==> config.mk <==
export PLATFORM = sky130hd
export DESIGN_NAME = fpu
export DESIGN_NICKNAME = d
export VERILOG_FILES = /design/src/logic/fpu_pkg.sv /design/src/logic/fp_stage_if.sv /design/src/logic/fp_classify.sv /design/src/logic/fp_add_path.sv /design/src/logic/fp_mul_path.sv /design/src/logic/fp_issue_stage.sv /design/src/logic/fp_normalize_pack.sv /design/src/logic/fpu.sv
export VERILOG_INCLUDE_DIRS = /design/src /design/src/logic
export SDC_FILE = /design/constraint.sdc
export NUM_CORES = 2
export LEC_CHECK = 0
export BUFFER_PORTS_ARGS = -buffer_cell sky130_fd_sc_hd__buf_2
export CAP_MARGIN = 20
export CORE_UTILIZATION = 71
export DETAILED_ROUTE_END_ITERATION = 7
export PLACE_DENSITY_LB_ADDON = 0.05
export SETUP_SLACK_MARGIN = 0.5
export SLEW_MARGIN = 10
export SYNTH_ARGS = -nofsm -noshare
export SYNTH_HDL_FRONTEND = slang
export SYNTH_SLANG_ARGS = --single-unit
==> constraint.sdc <==
create_clock -name clk -period 9.28 [get_ports clk]
set_input_delay 1.392 -clock clk [delete_from_list [all_inputs] [get_ports clk]]
set_output_delay 1.392 -clock clk [all_outputs]
set_load 0.01 [all_outputs]
==> src/logic/fpu_params.svh <==
`ifndef FPU_PARAMS_SVH
`define FPU_PARAMS_SVH

// single precision word format
`define FPU_EXP_W    8
`define FPU_MANT_W   23

`define FPU_BIAS     127
`define FPU_EXP_MAX  255   // all-ones exponent, inf or nan

// quiet nan returned for any nan operand
`define FPU_QNAN     32'h7FC0_0000

`endif

==> src/logic/fpu_pkg.sv <==
`include "fpu_params.svh"

package fpu_pkg;

    ////////////////////////////////////////////////////////////
    // word layout
    ////////////////////////////////////////////////////////////

    typedef struct packed {
        logic                   sign;
        logic [`FPU_EXP_W-1:0]  exp;
        logic [`FPU_MANT_W-1:0] mant;
    } fp_fields_t;

    // same 32 bits seen raw or split into fields
    typedef union packed {
        logic [31:0] raw;
        fp_fields_t  f;
    } fp_word_u;

    typedef struct packed {
        logic zero;
        logic inf;
        logic nan;
    } fp_class_t;

    ////////////////////////////////////////////////////////////
    // control and working types
    ////////////////////////////////////////////////////////////

    typedef enum logic {
        FP_ADD = 1'b0,
        FP_MUL = 1'b1
    } fp_op_e;

    // what stage two does with the operation
    typedef enum logic [1:0] {
        KIND_NORM = 2'd0,
        KIND_ZERO = 2'd1,
        KIND_INF  = 2'd2,
        KIND_NAN  = 2'd3
    } fp_kind_e;

    // room below 0 and above 255 for flush and overflow
    typedef logic signed [`FPU_EXP_W+1:0] fp_exp_t;

    // bit 24 carry, bit 23 hidden one
    typedef logic [`FPU_MANT_W+1:0] fp_sig_t;

endpackage

==> src/logic/fp_stage_if.sv <==
`timescale 1ns/1ps

interface fp_stage_if;
    import fpu_pkg::*;

    logic     valid;   // high while the stage holds an op
    fp_kind_e kind;
    logic     sign;
    fp_exp_t  exp;
    fp_sig_t  sig;

    modport issue (output valid, kind, sign, exp, sig);
    modport pack  (input  valid, kind, sign, exp, sig);

endinterface

==> src/logic/fp_classify.sv <==
`timescale 1ns/1ps
`include "fpu_params.svh"

module fp_classify (
    input  fpu_pkg::fp_word_u   word,
    output fpu_pkg::fp_fields_t fields,
    output fpu_pkg::fp_class_t  cls
);

    logic exp_zero;
    logic exp_ones;
    logic mant_zero;

    assign fields = word.f;

    assign exp_zero  = (word.f.exp == '0);
    assign exp_ones  = (word.f.exp == `FPU_EXP_MAX);
    assign mant_zero = (word.f.mant == '0);

    // denormals count as zero
    assign cls.zero = exp_zero;
    assign cls.inf  = exp_ones & mant_zero;
    assign cls.nan  = exp_ones & ~mant_zero;

endmodule

==> src/logic/fp_add_path.sv <==
`timescale 1ns/1ps

module fp_add_path (
    input  fpu_pkg::fp_fields_t f1,
    input  fpu_pkg::fp_fields_t f2,
    output logic                sign,
    output fpu_pkg::fp_exp_t    exp,
    output fpu_pkg::fp_sig_t    sig,
    output logic                cancel
);
    import fpu_pkg::*;

    fp_fields_t big;
    fp_fields_t lesser;
    logic       swap;
    logic       sub;
    logic [7:0] exp_diff;
    fp_sig_t    big_sig;
    fp_sig_t    small_sig;

    ////////////////////////////////////////////////////////////
    // order by magnitude
    ////////////////////////////////////////////////////////////

    // exp above mant, so one compare orders the magnitudes
    assign swap   = {f2.exp, f2.mant} > {f1.exp, f1.mant};
    assign big    = swap ? f2 : f1;
    assign lesser = swap ? f1 : f2;

    assign exp_diff = big.exp - lesser.exp;

    ////////////////////////////////////////////////////////////
    // align and add
    ////////////////////////////////////////////////////////////

    assign big_sig   = {2'b01, big.mant};
    assign small_sig = fp_sig_t'({2'b01, lesser.mant}) >> exp_diff;  // bits shifted out are lost

    assign sub = f1.sign ^ f2.sign;

    // big >= small after alignment, so no borrow
    assign sig = sub ? (big_sig - small_sig) : (big_sig + small_sig);

    assign sign = big.sign;  // equal signs give the common one anyway
    assign exp  = fp_exp_t'(big.exp);

    // only equal magnitudes leave nothing
    assign cancel = sub & (sig == '0);

endmodule

==> src/logic/fp_mul_path.sv <==
`timescale 1ns/1ps
`include "fpu_params.svh"

module fp_mul_path (
    input  fpu_pkg::fp_fields_t f1,
    input  fpu_pkg::fp_fields_t f2,
    output logic                sign,
    output fpu_pkg::fp_exp_t    exp,
    output fpu_pkg::fp_sig_t    sig
);
    import fpu_pkg::*;

    logic [23:0] sig1;
    logic [23:0] sig2;
    logic [47:0] prod;

    assign sig1 = {1'b1, f1.mant};
    assign sig2 = {1'b1, f2.mant};

    // 1.x times 1.y lands in [1,4), top bit is the carry
    assign prod = sig1 * sig2;

    // bit 47 as carry, bit 46 as hidden one
    assign sig = prod[47:23];

    assign exp = fp_exp_t'(f1.exp) + fp_exp_t'(f2.exp)
               - fp_exp_t'(`FPU_BIAS);

    assign sign = f1.sign ^ f2.sign;

endmodule

==> src/logic/fp_issue_stage.sv <==
`timescale 1ns/1ps

module fp_issue_stage (
    input  logic                clk,
    input  logic                arst_n,
    input  logic                start,
    input  fpu_pkg::fp_op_e     op,
    input  fpu_pkg::fp_class_t  c1,
    input  fpu_pkg::fp_class_t  c2,
    input  fpu_pkg::fp_fields_t f1,
    input  fpu_pkg::fp_fields_t f2,
    input  logic                add_sign,
    input  fpu_pkg::fp_exp_t    add_exp,
    input  fpu_pkg::fp_sig_t    add_sig,
    input  logic                add_cancel,
    input  logic                mul_sign,
    input  fpu_pkg::fp_exp_t    mul_exp,
    input  fpu_pkg::fp_sig_t    mul_sig,
    fp_stage_if.issue           stage
);
    import fpu_pkg::*;

    fp_kind_e kind_d;
    logic     sign_d;
    fp_exp_t  exp_d;
    fp_sig_t  sig_d;

    ////////////////////////////////////////////////////////////
    // special operand table, first match wins
    ////////////////////////////////////////////////////////////

    always_comb begin
        kind_d = KIND_NORM;
        sign_d = 1'b0;
        exp_d  = '0;
        sig_d  = '0;
        if (c1.nan || c2.nan) begin
            kind_d = KIND_NAN;
        end else if (op == FP_ADD) begin
            if ((c1.zero && c2.zero) || add_cancel ||
                (c1.inf && c2.inf && (f1.sign != f2.sign))) begin
                kind_d = KIND_ZERO;
            end else if (c1.inf || c2.inf) begin
                kind_d = KIND_INF;
                sign_d = c1.inf ? f1.sign : f2.sign;
            end else if (c1.zero || c2.zero) begin
                // pass the nonzero operand on untouched
                sign_d = c1.zero ? f2.sign : f1.sign;
                exp_d  = fp_exp_t'(c1.zero ? f2.exp : f1.exp);
                sig_d  = {2'b01, (c1.zero ? f2.mant : f1.mant)};
            end else begin
                sign_d = add_sign;
                exp_d  = add_exp;
                sig_d  = add_sig;
            end
        end else begin
            if (c1.zero || c2.zero) begin
                kind_d = KIND_ZERO;  // zero times inf too
            end else if (c1.inf || c2.inf) begin
                kind_d = KIND_INF;
                sign_d = f1.sign ^ f2.sign;
            end else begin
                sign_d = mul_sign;
                exp_d  = mul_exp;
                sig_d  = mul_sig;
            end
        end
    end

    ////////////////////////////////////////////////////////////
    // stage one register
    ////////////////////////////////////////////////////////////

    always_ff @(posedge clk or negedge arst_n) begin
        if (!arst_n) begin
            stage.valid <= 1'b0;
        end else begin
            stage.valid <= start;
        end
    end

    always_ff @(posedge clk) begin
        if (start) begin
            stage.kind <= kind_d;
            stage.sign <= sign_d;
            stage.exp  <= exp_d;
            stage.sig  <= sig_d;
        end
    end

endmodule

==> src/logic/fp_normalize_pack.sv <==
`timescale 1ns/1ps
`include "fpu_params.svh"

module fp_normalize_pack (
    input  logic              clk,
    input  logic              arst_n,
    fp_stage_if.pack          stage,
    output fpu_pkg::fp_word_u result,
    output logic              done
);
    import fpu_pkg::*;

    logic [4:0] lead_shift;
    fp_sig_t    norm_sig;
    fp_exp_t    norm_exp;
    fp_word_u   word_d;

    ////////////////////////////////////////////////////////////
    // leading one search
    ////////////////////////////////////////////////////////////

    // upward scan, the highest set bit wins
    always_comb begin
        lead_shift = '0;
        for (int i = 0; i < 24; i++) begin
            if (stage.sig[i]) begin
                lead_shift = 5'(23 - i);
            end
        end
    end

    always_comb begin
        if (stage.sig[24]) begin
            norm_sig = stage.sig >> 1;  // carry out, drop the low bit
            norm_exp = stage.exp + fp_exp_t'(1);
        end else begin
            norm_sig = stage.sig << lead_shift;
            norm_exp = stage.exp - fp_exp_t'(lead_shift);
        end
    end

    ////////////////////////////////////////////////////////////
    // pack
    ////////////////////////////////////////////////////////////

    always_comb begin
        word_d.raw = '0;
        case (stage.kind)
            KIND_NORM: begin
                if (norm_exp <= 0) begin
                    word_d.raw = '0;  // flush to +0
                end else if (norm_exp >= `FPU_EXP_MAX) begin
                    word_d.f.sign = stage.sign;
                    word_d.f.exp  = '1;
                end else begin
                    word_d.f.sign = stage.sign;
                    word_d.f.exp  = norm_exp[7:0];
                    word_d.f.mant = norm_sig[22:0];
                end
            end
            KIND_INF: begin
                word_d.f.sign = stage.sign;
                word_d.f.exp  = '1;
            end
            KIND_NAN: word_d.raw = `FPU_QNAN;
            default:  word_d.raw = '0;  // zero is always +0
        endcase
    end

    ////////////////////////////////////////////////////////////
    // output register
    ////////////////////////////////////////////////////////////

    always_ff @(posedge clk or negedge arst_n) begin
        if (!arst_n) begin
            result <= '0;
            done   <= 1'b0;
        end else begin
            done <= stage.valid;
            if (stage.valid) begin
                result <= word_d;  // held between results
            end
        end
    end

endmodule

==> src/logic/fpu.sv <==
`timescale 1ns/1ps

module fpu (
    input  logic            clk,
    input  logic            arst_n,
    input  logic            start,
    input  fpu_pkg::fp_op_e op,
    input  logic [31:0]     a,
    input  logic [31:0]     b,
    output logic [31:0]     result,
    output logic            done
);
    import fpu_pkg::*;

    fp_fields_t f1;
    fp_fields_t f2;
    fp_class_t  c1;
    fp_class_t  c2;

    logic       add_sign;
    fp_exp_t    add_exp;
    fp_sig_t    add_sig;
    logic       add_cancel;
    logic       mul_sign;
    fp_exp_t    mul_exp;
    fp_sig_t    mul_sig;

    fp_stage_if u_stage ();

    ////////////////////////////////////////////////////////////
    // stage one, decode and both datapaths
    ////////////////////////////////////////////////////////////

    fp_classify u_classify_a (.word(a), .fields(f1), .cls(c1));
    fp_classify u_classify_b (.word(b), .fields(f2), .cls(c2));

    fp_add_path u_add_path (
        .f1     (f1),
        .f2     (f2),
        .sign   (add_sign),
        .exp    (add_exp),
        .sig    (add_sig),
        .cancel (add_cancel)
    );

    fp_mul_path u_mul_path (
        .f1   (f1),
        .f2   (f2),
        .sign (mul_sign),
        .exp  (mul_exp),
        .sig  (mul_sig)
    );

    fp_issue_stage u_issue (
        .clk        (clk),
        .arst_n     (arst_n),
        .start      (start),
        .op         (op),
        .c1         (c1),
        .c2         (c2),
        .f1         (f1),
        .f2         (f2),
        .add_sign   (add_sign),
        .add_exp    (add_exp),
        .add_sig    (add_sig),
        .add_cancel (add_cancel),
        .mul_sign   (mul_sign),
        .mul_exp    (mul_exp),
        .mul_sig    (mul_sig),
        .stage      (u_stage)
    );

    // stage two
    fp_normalize_pack u_pack (
        .clk    (clk),
        .arst_n (arst_n),
        .stage  (u_stage),
        .result (result),
        .done   (done)
    );

endmodule

==> impl_metrics.ini, run 1 <==
[yosys]
synthesis.instances = 3513
synth_top_family_by_area = adder cells
synth.net_count = 4336
synth_ff_type = edfxtp_1
yosys.area_share.simple_pct = 17.3
synth.top_cell.area_share_pct = 33.2
async_reset_ff_share_pct = 47.2
synth_fa_ha_area_share_pct = 44.8
yosys_warnings = 0
synthTopCellsByArea = fa_1 (33%), ha_1 (12%), inv_1 (8.4%), nand2_1 (5.7%), edfxtp_1 (3.9%)
synth_area_um2 = 29200
synth_seq_cells = 72
ys_types = 96
yosysSeqAreaShare_pct = 6.82
synth_edf_count = 38
muxShareOfSynthArea_pct = 4.28
synth_xor_area_share_pct = 2.61
synth_area_leader_cell = fa_1
synth.avg_cell_area_um2 = 8.31
synth-compound-area-share_pct = 12.9

[floorplanning]
die_x_um = 205
ios = 101
die_height_um = 205
initial_core_util_pct = 72.7
rows = 73

[timing]
grt-worst-endpoint = u_issue.stage.sig[5]$_SDFFCE_PP0P_/D
worstEndpointType = sequential cell input

[outcome]
status = stopped before the end
stop_stage = 5_1_grt
tool.error = [ERROR GRT-0232] Routing congestion too high. Check the congestion heatmap in the GUI.

[clock_network]
cts_root_buf = clkbuf_16
clk_path_buf_depth = 2
cts.sinks = 72
h-tree-depth = 3
cts-buffers-inserted = 9

[global_route]
grt-ovfl-total = 16
grt_usage_pct = 76.1
grt_max_degree = 54

[placement]
dpl.hpwl_mm = 83.4
pre_cts_ws_ns = -0.612
place.gp.congestion = 1.05
io_buffer_count = 100
cells by family after synthesis:
group / Yosys count
DFF: 72
buffers and inverters: 862
AOI/OAI and AO/OA: 561
xor gates and xnor gates: 87
muxes: 104
and+or+nand+nor: 1072
adders and majority gates: 755
what timing repair did:
action / 4_1_cts
setup endpoints to repair: 36
gates resized for setup: 170
setup buffers: 24
hold buffers: 0
gates cloned: 2
pin swaps: 43
metal layers:
metal / GRT overflow / GRT usage, %
met2: 8 / 91.1
met3: 0 / 63.7
met1: 1 / 77.4
met5: 0 / 37.0
met4: 7 / 69.1
per-stage QoR:
step,hold slack (ns),area (um2),util (%),std cells
2_1_floorplan,0.467,29600,-,3513
4_1_cts,0.477,33700,83.9,4318
3_3_place_gp,0.459,32400,80.7,4276
3_5_place_dp,0.464,32400,80.7,4276
cell usage after synthesis (15+ instances only):
cell type  count
a21o_1        28
a21oi_1      143
a221oi_1      16
a31oi_1       23
and2_1       175
and3_1        16
buf_1         15
clkbuf_1     172
dfrtp_1       34
edfxtp_1      38
fa_1         484
ha_1         271
inv_1        651
mux2i_1       84
mux4_2        15
nand2_1      446
nand3_1       53
nand4_1       24
nor2_1       204
nor2b_1       20
nor3_1        50
nor4_1        21
o211ai_1      24
o21ai_0      100
o21bai_1      19
o22ai_1       33
o31ai_1       15
xnor2_1       62
xor2_1        25
==> run 2: changes to the inputs <==
Settings changed: CORE_UTILIZATION 71 to 40, PLACE_DENSITY_LB_ADDON 0.05 to 0.15, SETUP_SLACK_MARGIN 0.5 to default.
==> impl_metrics.ini, run 2 <==
[worst_hold_path]
hold_path_class = reg -> reg

[worst_setup_path]
max_stage_delay_ns = 0.40
worstPathMaxFanout = 8
path_class = in -> reg
critPathTopFamily = compound AO/OA/AOI/OAI gates
required_ns = 9.37
worstPathArrival_ns = 9.28
start_kind = input pin
crit_top_cell = o21ai_2
critPathBufInv = 5
worst_path_max_delay_cell = o41a_1
endpoint_kind = register

[global_route]
grt_pass1_vias = 26723
grt-ovfl-total = 0
grt_usage_pct = 28.1
grt_max_degree = 54
antenna_found_initial = 9
grt_pass1_wl_mm = 159

[timing]
worst_pin_slew_ns = 0.994
hold_ws_ns = 0.483
period_needed_ns = 9.19
post-route-period-util_pct = 99.1
slew_violations = 0
tns_ns = 0
hold_viol = 0
skew_ns = 0.0119
fmax_mhz = 109
rsz0062_at_grt = yes
final-setup-viol-count = 0
relSlewSlack_pct = 33.8

[clock_network]
h-tree-depth = 3
cts.sinks = 72
clk_path_buf_depth = 2
cts_root_buf = clkbuf_16
clock_latency_ns = 0.36
postCtsHoldBufs = 0
cts_tree = done
cts-buffers-inserted = 9
clk_pin_slew_ns = 0.06

[yosys]
synth.top_cell.area_share_pct = 33.2
yosys-top-cells-count = inv_1 (651), fa_1 (484), nand2_1 (446)
synth_xor_area_share_pct = 2.61
synth.net_count = 4336
ys_types = 96
synth_edf_count = 38
synth_fa_ha_area_share_pct = 44.8
synth_area_um2 = 29200
synth_ff_type = edfxtp_1
synthesis.instances = 3513
synth-compound-area-share_pct = 12.9
synth_seq_cells = 72
synth_top_family_by_area = adder cells
yosysSeqAreaShare_pct = 6.82
synth_most_common_cell = inv_1
synthTopCellsByArea = fa_1 (33%), ha_1 (12%), inv_1 (8.4%), nand2_1 (5.7%), edfxtp_1 (3.9%)
async_reset_ff_share_pct = 47.2
synth_area_leader_cell = fa_1
muxShareOfSynthArea_pct = 4.28
synth.avg_cell_area_um2 = 8.31
yosys_warnings = 0
yosys.area_share.simple_pct = 17.3

[final_layout]
reg_top3 = u_pack.result x32, u_issue.stage.sig x25, u_issue.stage.exp x10
n_antenna_cell = 0
drive_gt1_share_pct = 18.6
top_register = u_pack.result
post-route-util_pct = 48.3
layout_commonest_cell = inv_1
fin_nets = 4655
layout_common_cells = inv_1 (635), fa_1 (484), nand2_1 (438)
area_growth_pct = 18.8
largest_reg_flops = 32

[drt]
post_drt_via_cell_ratio = 5.51
wirelength_mm = 104
drc_errors = 0
wire_per_inst_um = 21.6
vias = 26399
first_iter_violations = 2328
drtPass1Iterations = 6
ant_nets = 0

[floorplanning]
die_x_um = 272
ios = 101
die_height_um = 272
rows = 98
fp.coreArea_um2 = 71900
initial_core_util_pct = 40.7
die_area_um2 = 74100

[placement]
place.gp.congestion = 0.964
io_buffer_count = 100
dpl.hpwl_mm = 80.3

[outcome]
status = completed

[run]
cap_violations = 0
[run 2: cell counts after synthesis]
No cell type changed its count.
[run 2: area by class of cell]
class                           count  area [um2]
Inverter                          653        2480
Tap cell                          950        1190
Fill cell                        7182       37200
Clock buffer                        9         225
Sequential cell                    72        1990
Multi-Input combinational cell   2580       24900
Clock inverter                      7        60.1
Timing Repair Buffer              516        3840
[run 2: logic make-up after synthesis]
| kind of cell | count (synthesis) |
|---|---|
| xor+xnor | 87 |
| flops | 72 |
| simple gates | 1072 |
| fa+ha+maj | 755 |
| compound gates | 561 |
| buf+inv | 862 |
| mux | 104 |
[run 2: path summary, 6_finish.rpt]
kind	startpoint	end	slack, ns	depth (start not counted)
worst min-delay path	u_pack.result[1]	u_pack.result[1]	0.48	1
max in group asynchronous	arst_n	u_pack.result[23]	7.70	1
worst max register to register	u_issue.stage.sig[0]	u_pack.result[12]	2.23	28
worst max-delay path	b[10]	u_issue.stage.sig[14]	0.09	43
worst min register to register	u_pack.result[1]	u_pack.result[1]	0.48	1
min in group asynchronous	arst_n	u_pack.result[7]	1.10	1
[run 2: what timing repair did]
item,4_1_cts,5_1_grt
gates resized for setup,13,160
pin swaps,4,62
endpoints found under the setup margin,35,36
cloned,0,2
buffers inserted,2,21
[run 2: layer usage]
metal  global-route usage [%]  up-vias  wire length (um)  part of all wire [%]
met1                     39.1    13306             46000                    44
li1                         -    11952                 -                     -
met2                     46.1      977             47800                    46
met3                     3.57      160              7110                   6.9
met4                     7.08        4              2680                   2.6
met5                        0        -                30                 0.029
[run 2: through the flow]
stage | cell area [um2] | std cells | setup WS [ns]
6_report | 34700 | 4787 | 0.0861
2_1_floorplan | 29600 | 3513 | -0.237
3_5_place_dp | 33300 | 4747 | -0.721
4_1_cts | 33700 | 4765 | 0.00240
3_3_place_gp | 33300 | 4747 | -0.655
5_1_grt | 34700 | 4787 | -0.317
Power of run 2 is left out: the tool's default activity adds up to more than one toggle a clock period on the data nets, which glitch-free logic cannot reach.
